===== src/hdl/canvas_pkg.sv =====
// ****************************************
// canvas display shared definitions
// widths, write command and pipeline structs
// ****************************************

`default_nettype none

package canvas_pkg;

    localparam int CORDW = 16;         // signed coordinate width
    localparam int BPC = 5;            // bits per colour channel
    localparam int COLRW = 3 * BPC;    // RGB555 colour
    localparam int WORD = 32;          // bitmap word, 8 pixels of 4 bits
    localparam int CIDXW = 4;          // colour index, 0 is transparent
    localparam int LAYER_IDW = 2;      // up to 4 layers

    // host write opcodes
    typedef enum logic [1:0] {
        WR_NOP  = 2'd0,
        WR_BMAP = 2'd1,                // one bitmap word of a layer
        WR_PAL  = 2'd2,                // one palette entry
        WR_WIN  = 2'd3                 // window start x/y and scale shift
    } wr_op_e;

    // one host write, data[11:0] x, [23:12] y, [25:24] shift for WR_WIN
    typedef struct packed {
        wr_op_e                 op;
        logic [LAYER_IDW-1:0]   layer;
        logic [7:0]             addr;
        logic [WORD-1:0]        data;
    } wr_cmd_t;

    // one pixel slot of display timing
    typedef struct packed {
        logic signed [CORDW-1:0] x;    // negative in leading blanking
        logic signed [CORDW-1:0] y;
        logic                    hsync;
        logic                    vsync;
        logic                    de;
        logic                    frame; // first cycle of frame, at 0,0
        logic                    line;  // first cycle of each line
    } disp_timing_t;

    // one layer's contribution to a pixel
    typedef struct packed {
        logic              paint;      // inside window and canvas
        logic [CIDXW-1:0]  cidx;
    } layer_pix_t;

endpackage

`default_nettype wire

===== src/hdl/canvas_display.sv =====
// ****************************************
// canvas display top: timing, layers, mixer
// ****************************************

`default_nettype none
`timescale 1ns/1ps

module canvas_display import canvas_pkg::*; #(
    parameter int               LAYERS  = 2,
    parameter int               H_RES   = 32,
    parameter int               V_RES   = 16,
    parameter int               H_FP    = 4,
    parameter int               H_SYNC  = 4,
    parameter int               H_BP    = 4,
    parameter int               V_FP    = 2,
    parameter int               V_SYNC  = 2,
    parameter int               V_BP    = 2,
    parameter int               CANV_W  = 16,
    parameter int               CANV_H  = 8,
    parameter logic [COLRW-1:0] BG_COLR = 15'h0c63
) (
    input  wire          clk_pix,
    input  wire          rst_sys,
    input  wire          wr_stb,       // one write per strobe, always taken
    input  wire wr_cmd_t wr_cmd,
    output logic signed [CORDW-1:0] disp_x,
    output logic signed [CORDW-1:0] disp_y,
    output logic         disp_hsync,
    output logic         disp_vsync,
    output logic         disp_de,
    output logic         disp_frame,
    output logic [BPC-1:0] disp_r,
    output logic [BPC-1:0] disp_g,
    output logic [BPC-1:0] disp_b
);

    disp_timing_t              tim;                 // from generator
    disp_timing_t              tim_lyr [LAYERS];    // per layer delay, 0 used
    layer_pix_t [LAYERS-1:0]   lpix;

    display_timing #(
        .H_RES(H_RES), .V_RES(V_RES),
        .H_FP(H_FP), .H_SYNC(H_SYNC), .H_BP(H_BP),
        .V_FP(V_FP), .V_SYNC(V_SYNC), .V_BP(V_BP)
    ) timing_inst (
        .clk_pix(clk_pix),
        .rst_sys(rst_sys),
        .tim(tim)
    );

    for (genvar i = 0; i < LAYERS; i++) begin : g_layer
        canvas_layer #(
            .LAYER_NUM(i),
            .CANV_W(CANV_W),
            .CANV_H(CANV_H)
        ) layer_inst (
            .clk_pix(clk_pix),
            .rst_sys(rst_sys),
            .wr_stb(wr_stb),
            .wr_cmd(wr_cmd),
            .tim(tim),
            .tim_d(tim_lyr[i]),
            .lpix(lpix[i])
        );
    end

    layer_mixer #(
        .LAYERS(LAYERS),
        .BG_COLR(BG_COLR)
    ) mixer_inst (
        .clk_pix(clk_pix),
        .rst_sys(rst_sys),
        .wr_stb(wr_stb),
        .wr_cmd(wr_cmd),
        .tim_d(tim_lyr[0]),            // 3 cycle delayed timing
        .lpix(lpix),
        .disp_x(disp_x),
        .disp_y(disp_y),
        .disp_hsync(disp_hsync),
        .disp_vsync(disp_vsync),
        .disp_de(disp_de),
        .disp_frame(disp_frame),
        .disp_r(disp_r),
        .disp_g(disp_g),
        .disp_b(disp_b)
    );

endmodule

`default_nettype wire


===== src/hdl/layer_mixer.sv =====
// ****************************************
// layer mixer: priority, palette lookup
// and registered display outputs
// ****************************************

`default_nettype none
`timescale 1ns/1ps

module layer_mixer import canvas_pkg::*; #(
    parameter int               LAYERS  = 2,
    parameter logic [COLRW-1:0] BG_COLR = 15'h0c63  // shown where no layer paints
) (
    input  wire          clk_pix,
    input  wire          rst_sys,
    input  wire          wr_stb,
    input  wire wr_cmd_t wr_cmd,
    input  wire disp_timing_t tim_d,   // timing aligned with lpix
    input  wire layer_pix_t [LAYERS-1:0] lpix,
    output logic signed [CORDW-1:0] disp_x,
    output logic signed [CORDW-1:0] disp_y,
    output logic         disp_hsync,
    output logic         disp_vsync,
    output logic         disp_de,
    output logic         disp_frame,
    output logic [BPC-1:0] disp_r,
    output logic [BPC-1:0] disp_g,
    output logic [BPC-1:0] disp_b
);

    logic [COLRW-1:0] pal [2**CIDXW];  // RGB555 palette

    logic             hit;             // some layer is opaque here
    logic [CIDXW-1:0] sel_idx;
    logic [COLRW-1:0] pal_q;
    logic             hit_q;
    disp_timing_t     tim_q;
    logic [COLRW-1:0] colr;

    always_ff @(posedge clk_pix) begin
        if (wr_stb && wr_cmd.op == WR_PAL) begin
            pal[wr_cmd.addr[CIDXW-1:0]] <= wr_cmd.data[COLRW-1:0];
        end
    end

    // lowest numbered opaque layer wins
    always_comb begin
        hit = 1'b0;
        sel_idx = '0;
        for (int i = LAYERS - 1; i >= 0; i--) begin
            if (lpix[i].paint && lpix[i].cidx != '0) begin
                hit = 1'b1;
                sel_idx = lpix[i].cidx;
            end
        end
    end

    // stage A: palette read
    always_ff @(posedge clk_pix) begin
        pal_q <= pal[sel_idx];
        if (rst_sys) begin
            hit_q <= 1'b0;
            tim_q <= '0;
        end else begin
            hit_q <= hit;
            tim_q <= tim_d;
        end
    end

    assign colr = hit_q ? pal_q : BG_COLR;

    // stage B: all outputs in one register
    always_ff @(posedge clk_pix) begin
        if (rst_sys) begin
            disp_x <= '0;
            disp_y <= '0;
            disp_hsync <= 1'b0;
            disp_vsync <= 1'b0;
            disp_de <= 1'b0;
            disp_frame <= 1'b0;
            {disp_r, disp_g, disp_b} <= '0;
        end else begin
            disp_x <= tim_q.x;
            disp_y <= tim_q.y;
            disp_hsync <= tim_q.hsync;
            disp_vsync <= tim_q.vsync;
            disp_de <= tim_q.de;
            disp_frame <= tim_q.frame;
            {disp_r, disp_g, disp_b} <= tim_q.de ? colr : '0;  // black in blanking
        end
    end

endmodule

`default_nettype wire


===== src/hdl/canvas_layer.sv =====
// ****************************************
// canvas layer: windowed, scalable 4bpp
// bitmap turning coordinates into cidx
// ****************************************

`default_nettype none
`timescale 1ns/1ps

module canvas_layer import canvas_pkg::*; #(
    parameter int LAYER_NUM = 0,       // matched against wr_cmd.layer
    parameter int CANV_W    = 16,      // canvas width, multiple of 8
    parameter int CANV_H    = 8        // canvas height in lines
) (
    input  wire          clk_pix,
    input  wire          rst_sys,
    input  wire          wr_stb,
    input  wire wr_cmd_t wr_cmd,
    input  wire disp_timing_t tim,
    output disp_timing_t tim_d,        // tim delayed to match lpix
    output layer_pix_t   lpix
);

    localparam int WPL   = CANV_W / 8;           // words per line
    localparam int DEPTH = CANV_W * CANV_H / 8;  // bitmap words
    localparam int ADDRW = $clog2(DEPTH);
    localparam int PIDW  = 3;                     // pixel within word

    logic            sel;              // write targets this layer
    logic [11:0]     win_x;            // window start x
    logic [11:0]     win_y;            // window start y
    logic [1:0]      win_sh;           // scale shift

    logic [WORD-1:0] bmap [DEPTH];     // bitmap memory

    logic signed [CORDW-1:0] off_x;    // offset from window start
    logic signed [CORDW-1:0] off_y;
    logic signed [CORDW-1:0] cx;       // canvas coordinates
    logic signed [CORDW-1:0] cy;
    logic                    in_win;
    logic [ADDRW-1:0]        addr_c;

    logic [ADDRW-1:0] addr_q;          // stage 1
    logic [PIDW-1:0]  pid_q;
    logic             paint_q;
    logic [WORD-1:0]  word_q;          // stage 2
    logic [PIDW-1:0]  pid_q2;
    logic             paint_q2;
    disp_timing_t     tim_q1;          // timing delay line
    disp_timing_t     tim_q2;

    assign sel = wr_stb && (wr_cmd.layer == LAYER_IDW'(LAYER_NUM));

    // window registers
    always_ff @(posedge clk_pix) begin
        if (rst_sys) begin
            win_x <= '0;
            win_y <= '0;
            win_sh <= '0;
        end else if (sel && wr_cmd.op == WR_WIN) begin
            win_x <= wr_cmd.data[11:0];
            win_y <= wr_cmd.data[23:12];
            win_sh <= wr_cmd.data[25:24];
        end
    end

    // bitmap write, out of range addresses dropped
    always_ff @(posedge clk_pix) begin
        if (sel && wr_cmd.op == WR_BMAP && int'(wr_cmd.addr) < DEPTH) begin
            bmap[wr_cmd.addr[ADDRW-1:0]] <= wr_cmd.data;
        end
    end

    // canvas coords and word address
    always_comb begin
        off_x = tim.x - CORDW'(win_x);
        off_y = tim.y - CORDW'(win_y);
        cx = off_x >>> win_sh;         // each canvas pixel covers 2^sh
        cy = off_y >>> win_sh;
        in_win = (off_x >= 0) && (off_y >= 0) && (cx < CANV_W) && (cy < CANV_H);
        if (in_win) begin
            addr_c = ADDRW'(cy * WPL + (cx >>> 3));
        end else begin
            addr_c = '0;               // keep reads in range
        end
    end

    // stage 1: address and flag, stage 2: ram read
    always_ff @(posedge clk_pix) begin
        addr_q <= addr_c;
        pid_q <= cx[PIDW-1:0];         // cx mod 8
        word_q <= bmap[addr_q];
        pid_q2 <= pid_q;
    end

    // control side of the pipe, cleared by reset
    always_ff @(posedge clk_pix) begin
        if (rst_sys) begin
            paint_q <= 1'b0;
            paint_q2 <= 1'b0;
            lpix <= '0;
            tim_q1 <= '0;
            tim_q2 <= '0;
            tim_d <= '0;
        end else begin
            paint_q <= in_win;
            paint_q2 <= paint_q;
            lpix.paint <= paint_q2;                           // stage 3
            lpix.cidx <= word_q[{pid_q2, 2'b00} +: CIDXW];   // lsb nibble first
            tim_q1 <= tim;
            tim_q2 <= tim_q1;
            tim_d <= tim_q2;
        end
    end

endmodule

`default_nettype wire


===== src/hdl/display_timing.sv =====
// ****************************************
// display timing generator
// coordinates, syncs, de and frame strobe
// ****************************************

`default_nettype none
`timescale 1ns/1ps

module display_timing import canvas_pkg::*; #(
    parameter int H_RES  = 32,         // visible pixels
    parameter int V_RES  = 16,         // visible lines
    parameter int H_FP   = 4,          // horizontal front porch
    parameter int H_SYNC = 4,
    parameter int H_BP   = 4,
    parameter int V_FP   = 2,          // vertical front porch
    parameter int V_SYNC = 2,
    parameter int V_BP   = 2
) (
    input  wire          clk_pix,
    input  wire          rst_sys,
    output disp_timing_t tim
);

    // blanking runs negative so active video starts at 0
    localparam logic signed [CORDW-1:0] H_STA  = CORDW'(0 - H_FP - H_SYNC - H_BP);
    localparam logic signed [CORDW-1:0] HS_STA = CORDW'(0 - H_SYNC - H_BP);
    localparam logic signed [CORDW-1:0] HS_END = CORDW'(0 - H_BP);
    localparam logic signed [CORDW-1:0] HA_END = CORDW'(H_RES - 1);
    localparam logic signed [CORDW-1:0] V_STA  = CORDW'(0 - V_FP - V_SYNC - V_BP);
    localparam logic signed [CORDW-1:0] VS_STA = CORDW'(0 - V_SYNC - V_BP);
    localparam logic signed [CORDW-1:0] VS_END = CORDW'(0 - V_BP);
    localparam logic signed [CORDW-1:0] VA_END = CORDW'(V_RES - 1);

    logic signed [CORDW-1:0] x;        // horizontal counter
    logic signed [CORDW-1:0] y;        // vertical counter

    always_ff @(posedge clk_pix) begin
        if (rst_sys) begin
            x <= H_STA;                // front porch of last line
            y <= VA_END;
        end else if (x == HA_END) begin
            x <= H_STA;                // wrap to next line
            if (y == VA_END) begin
                y <= V_STA;
            end else begin
                y <= y + CORDW'(1);
            end
        end else begin
            x <= x + CORDW'(1);
        end
    end

    // decode straight from the counters
    always_comb begin
        tim.x = x;
        tim.y = y;
        tim.hsync = (x >= HS_STA) && (x < HS_END);  // positive sync
        tim.vsync = (y >= VS_STA) && (y < VS_END);
        tim.de = (x >= 0) && (y >= 0);
        tim.frame = (x == 0) && (y == 0);
        tim.line = (x == H_STA);                     // start incl blanking
    end

endmodule

`default_nettype wire


===== config.mk =====
export PLATFORM = sky130hd
export DESIGN_NAME = canvas_display
export DESIGN_NICKNAME = d
export VERILOG_FILES = /design/src/hdl/canvas_pkg.sv /design/src/hdl/canvas_display.sv /design/src/hdl/layer_mixer.sv /design/src/hdl/canvas_layer.sv /design/src/hdl/display_timing.sv
export SDC_FILE = /design/constraint.sdc
export NUM_CORES = 2
export LEC_CHECK = 0
export BUFFER_PORTS_ARGS = -buffer_cell sky130_fd_sc_hd__buf_4
export CORE_ASPECT_RATIO = 1.1
export CORE_MARGIN = 2
export CORE_UTILIZATION = 50
export DETAILED_ROUTE_END_ITERATION = 6
export GPL_ROUTABILITY_DRIVEN = 0
export HOLD_SLACK_MARGIN = 0.1
export PLACE_DENSITY_LB_ADDON = 0.12
export SYNTH_ARGS = -nofsm -noshare
export SYNTH_HDL_FRONTEND = slang
export SYNTH_HIERARCHICAL = 1
export SYNTH_SLANG_ARGS = --single-unit

===== constraint.sdc =====
create_clock -name clk_pix -period 10.4 [get_ports clk_pix]
set_input_delay 1.56 -clock clk_pix [delete_from_list [all_inputs] [get_ports clk_pix]]
set_output_delay 1.56 -clock clk_pix [all_outputs]
set_load 0.05 [all_outputs]

* Word level (Yosys, flattened, before mapping)
Memories as Yosys holds them, arrays and structs flattened. A register that Yosys moved wholly into a read port is not among the register bits. Index checks and enable logic that the tools add are counted.
Word-level totals: bits in registers 314, output and inout port bits 51, word-level logic and storage cells 140, input bits 47, memories kept 3, memory bits (writable) 1264
Cells by class: magnitude comparators 15, multiplexer cells 12, $add $sub $neg 8, reductions and logical operators 29, bitwise operators 2, equal/unequal tests 6, shift-type cells 6
Memory list:
- g_layer[0].layer_inst.bmap | depth 16, bits a word 32, rd ports 1, clocked after Yosys merged registers in 1, wr ports 1, RTL line canvas_layer.sv:33 | logic [WORD-1:0] bmap [DEPTH];
- g_layer[1].layer_inst.bmap | depth 16, bits a word 32, rd ports 1, clocked after Yosys merged registers in 1, wr ports 1, RTL line canvas_layer.sv:33
- mixer_inst.pal | depth 16, bits a word 15, rd ports 1, clocked after Yosys merged registers in 1, wr ports 1, RTL line layer_mixer.sv:30 | logic [COLRW-1:0] pal [2**CIDXW];
Operators by type and width (number):
- 16-bit by 1-bit greater-or-equal comparator with 1-bit output (second input constant) | 6
- 32-bit zero test | 2
- 32-bit by 6-bit variable part select with 4-bit output | 2
- 16-bit by 2-bit >>> shifter with 16-bit output | 4
- 16-bit by 12-bit subtractor with 16-bit output | 4
- 16-bit by 2-bit adder with 16-bit output (second input constant) | 2
- 16-bit by 5-bit less-than comparator with 1-bit output (second input constant) | 2
- 16-bit by 6-bit less-than comparator with 1-bit output (second input constant) | 2
- 1-bit logical AND | 21
- 16-bit by 5-bit equality test with 1-bit output (second input constant) | 1
- 16-bit by 6-bit equality test with 1-bit output (second input constant) | 1
- 16-bit by 3-bit greater-or-equal comparator with 1-bit output (second input constant) | 1
- 16-bit by 4-bit greater-or-equal comparator with 1-bit output (second input constant) | 1
- 16-bit by 2-bit less-than comparator with 1-bit output (second input constant) | 1
- 16-bit by 3-bit less-than comparator with 1-bit output (second input constant) | 1
- 16-bit two-way mux | 1
- 12-bit two-way mux | 1
- 4-bit adder | 2
- 8-bit by 5-bit less-than comparator with 1-bit output (second input constant) | 1
- 1-bit two-way mux | 8
- 4-bit two-way mux | 2
- 4-bit nonzero test | 2
- 2-bit by 1-bit equality test with 1-bit output (second input constant) | 2
- 2-bit equality test (second input constant) | 2
- other kinds (4) | 6

* Logic depth before layout (Yosys ltp)
depth in word-level cells 6, mapped depth 15, depth with buffers taken out 15

* Cells and area by module
Netlist, hierarchy kept.
By module, submodules not included:
- canvas_layer (g_layer[1].layer_inst) | cells each 1439, sequential area each 19098.3 sq um, area each 26322.7 sq um, times used 1
- canvas_layer (g_layer[0].layer_inst) | cells each 1445, sequential area each 19098.3 sq um, area each 26282.7 sq um, times used 1
- layer_mixer | cells each 728, sequential area each 9268.9 sq um, area each 12291.8 sq um, times used 1
- display_timing | cells each 196, sequential area each 640.6 sq um, area each 1675.4 sq um, times used 1

* Worst setup path after synthesis
OpenSTA, ideal clock, no wires.
path type input to register, from input wr_cmd[38] (netlist name), to memory g_layer[0].layer_inst.bmap[0][0] (enable), stages on the path 5, library setup time 0.461 ns, data arrival time 4.428 ns, path buffers 0, path slack 5.511 ns, required time 9.939 ns, path through nor4_1 nand2_1 nor3_1 nand2b_1 nor3_1
Between the ends: cells in the longest elaborated chain, start to end 4
RTL lines:
- start, declared | RTL line canvas_display.sv:25 | input wire wr_cmd_t wr_cmd,
- 8-bit by 5-bit less-than comparator with 1-bit output | RTL line canvas_layer.sv:68 | if (sel && wr_cmd.op == WR_BMAP && int'(wr_cmd.addr) < DEPTH) begin
- 1-bit logical AND | RTL line canvas_layer.sv:68
- 1-bit two-way mux | RTL line canvas_layer.sv:68
- 1-bit two-way mux (not written as such) | RTL line canvas_layer.sv:69 | bmap[wr_cmd.addr[ADDRW-1:0]] <= wr_cmd.data;
- end, declared | RTL line canvas_layer.sv:33
Every way passes these cells.

* Worst setup path in the final report
from input wr_cmd[41] (netlist name), to memory g_layer[0].layer_inst.bmap[9][17] (enable)
Between the ends: cells in the longest elaborated chain, start to end 6
RTL lines:
- 2-bit zero test | RTL line canvas_layer.sv:51 | assign sel = wr_stb && (wr_cmd.layer == LAYER_IDW'(LAYER_NUM));
- 1-bit logical AND | RTL line canvas_layer.sv:51
- 1-bit logical AND (2 in a row) | RTL line canvas_layer.sv:68
- 1-bit two-way mux | RTL line canvas_layer.sv:68
- 1-bit two-way mux (not written as such) | RTL line canvas_layer.sv:69
Every way passes these cells.

==> results.md <==
* Crit path cell chain: buf_4 > nor3_1 > nand2_1 > nor3_1 > nand2_1 > nor2_4
* Core area at 0.127 mm^2
* First-pass GRT wire length at 212,000 um
* Power Density at 184 mW/mm^2
* Cell count after synthesis at 3,570
* Avg Inst Size Synth at 17.8 um^2
* Pleak at 0.0230 uW
* Total global-route track usage at 22.4%
* Final Instance Area at 0.0713 mm^2
* DR pass1 iterations at 6
* Max Cap Viol at 0
* Clock share of power at 43.1%
* CP Launch Type: input pin
* Grt total ovfl at 0
* Hold Crit Start: g_layer[1].layer_inst/pid_q[1]
* H-tree levels at 4
* Internal reg-to-reg setup slack at 6.82 ns
* Number of global-route vias before repair at 32,000
* Synth Net Count at 3,677
* Run status: finished, final reports clean
* Peak VDD IR at 0.000170 V
* Flop pwr share at 54.7%
* CTS tree: yes
* Cell family with most CP delay: simple AND/OR/NAND/NOR gates
* Post-CTS Hold Fix Bufs at 0
* Synth warn at 6
* Max clock buf depth at 3
* WS Path Type: in2reg
* Cell Count, Final, Fillers Out at 5,501
* RSZ-0062 raised after global routing: no
* Worst skew pair latency at 0.79 ns
* Cell internal pwr at 10,400 uW
* Worst Setup EP: g_layer[0].layer_inst/bmap[9][17]
* Die W at 344 um
* Most frequent cells in the layout: edfxtp_1 (1,264), dfxtp_1 (385), mux4_2 (337)
* WP depth at 6
* Vias per cell at 5.91
* Post-Route WL at 145,000 um
* Initial Util at 50.2%
* # IOs at 98
* CP peak stage delay at 0.95 ns
* Largest net degree at the start of global routing at 118
* Setup TNS at 0 ns
* Vias at 32,500
* CTS root buf: clkbuf_16
* ANT nets after route at 0
* Arrival @ worst endpoint at 4.49 ns
* Buf+Inv Stages, Crit Path at 1
* 1st-iter DRT viols at 3,618
* Sw Ratio at 20.4%
* Synthesized cell area at 0.0635 mm^2
* CTS resizes at 0
* NetSw at 2670 uW
* WL/cell at 26.3 um
* Reg2reg path depth at 11
* Final Hold Fails at 0
* Final nets at 3,807
* Post-CTS Setup Repair Bufs at 0
* Fin crit period at 4.09 ns
* Crit Reg-Reg Endpoint: g_layer[0].layer_inst/addr_q[0]
* Worst-margin pin slew at 1.30 ns
* Clk sink count at 1,657
* Slew Limit Fails at 0
* Crit-path max FO at 32
* Cell area after placement at 0.0662 mm^2
* Dpl hpwl at 86,100 um
* CTS Buf Count at 159
* DIE AREA at 0.130 mm^2
* Worst Setup End Kind: register
* Comb power frac at 2.2%
* Tightest slew margin relative to the limit at 12.5%
* Core Rows at 137
* Filler cell count at 9,564
* Setup violators final at 0
* DRC Markers at 0
* Area growth syn-to-layout at 12.2%
* Period utilization at 39.4%
* PortBufs at 97
* Clock slew at reported path FFs at 0.06 ns
* Hold Path Class: reg2reg
* Worst Path Required at 10.80 ns
* Placed Cells at 5,207
* Max frequency at 244 MHz
* Clk_skew at 0.0246 ns
* Initial antenna violation count at 8
* R2R Path Start: timing_inst/y[1]
* CP max stage cell: nor2_4
* Die Ht at 378 um
* Most common cell after layout, fill and taps aside: edfxtp_1
* Crit path launch: wr_cmd[41]
* Layout cells sized above 1 at 23.6%
## per-layer routing
metal  wire length, um  vias to the layer above  GRT usage (%)
met4              2930                        0           6.18
li1                  -                    14200              -
met1             64700                    16900           33.8
met5                 0                        -              0
met2             66800                     1219           34.2
met3             10100                      185           3.45
## final cells by class
cell class / count / area, um^2 / share of cell area (%)
Clock inverter: 63 / 593 / 0.832
Inverter: 82 / 308 / 0.432
Multi-Input combinational cell: 1660 / 16900 / 23.7
Timing Repair Buffer: 140 / 1070 / 1.50
Sequential cell: 1657 / 45800 / 64.3
Antenna cell: 1 / 2.50 / 0.00351
Tap cell: 1668 / 2090 / 2.93
Clock buffer: 230 / 4530 / 6.36
## worst min-delay path by stage
| stage | to | slack (ns) | cells past startpoint |
|---|---|---|---|
| finish | g_layer[1].layer_inst/pid_q2[1] | 0.34 | 0 |
| global route | g_layer[1].layer_inst/pid_q2[1] | 0.34 | 0 |
| CTS | g_layer[1].layer_inst/pid_q2[2] | 0.33 | 0 |
| detailed placement | g_layer[0].layer_inst/pid_q2[2] | 0.31 | 0 |
| global placement | g_layer[0].layer_inst/pid_q2[0] | 0.32 | 0 |
| floorplan | g_layer[0].layer_inst/pid_q2[0] | 0.31 | 0 |
## power by group through the flow
stage               Clock [uW]  Combinational, uW  Sequential (uW)
finish                    5640                291             7170
CTS                       5760                294             7170
floorplan                    0                127             7300
detailed placement           0                292             7320
global placement             0                282             7310
global route              6020                315             7170
## registers in the layout, indices dropped and copies added, names as in the netlist, 2 cells and up
signal	flops
mixer_inst/disp_x	16
g_layer.layer_inst/paint_q2	2
g_layer.layer_inst/bmap	1024
g_layer.layer_inst/pid_q	6
g_layer.layer_inst/win_sh	4
mixer_inst/pal_q	15
g_layer.layer_inst/pid_q2	6
g_layer.layer_inst/win_y	24
g_layer.layer_inst/tim_q1	36
g_layer.layer_inst/win_x	24
g_layer.layer_inst/lpix	10
g_layer.layer_inst/addr_q	8
g_layer.layer_inst/word_q	64
mixer_inst/pal	240
g_layer.layer_inst/tim_q2	36
mixer_inst/disp_b	5
mixer_inst/disp_g	5
mixer_inst/disp_r	5
mixer_inst/tim_q	36
g_layer.layer_inst/paint_q	2
mixer_inst/disp_y	16
g_layer.layer_inst/tim_d	36
timing_inst/x	16
timing_inst/y	16
## metrics by stage
| step | worst slack (ns) | utilization [%] | hold WS (ns) | power (uW) |
|---|---|---|---|---|
| floorplan | 5.51 | - | 0.310 | 7430 |
| global placement | 5.63 | 52.3 | 0.320 | 7600 |
| detailed placement | 5.56 | 52.3 | 0.312 | 7610 |
| CTS | 6.41 | 56.4 | 0.332 | 13200 |
| global route | 6.21 | 56.4 | 0.340 | 13500 |
| finish | 6.31 | 56.4 | 0.337 | 13100 |
No activity file was read; power rests on OpenSTA's default activity.
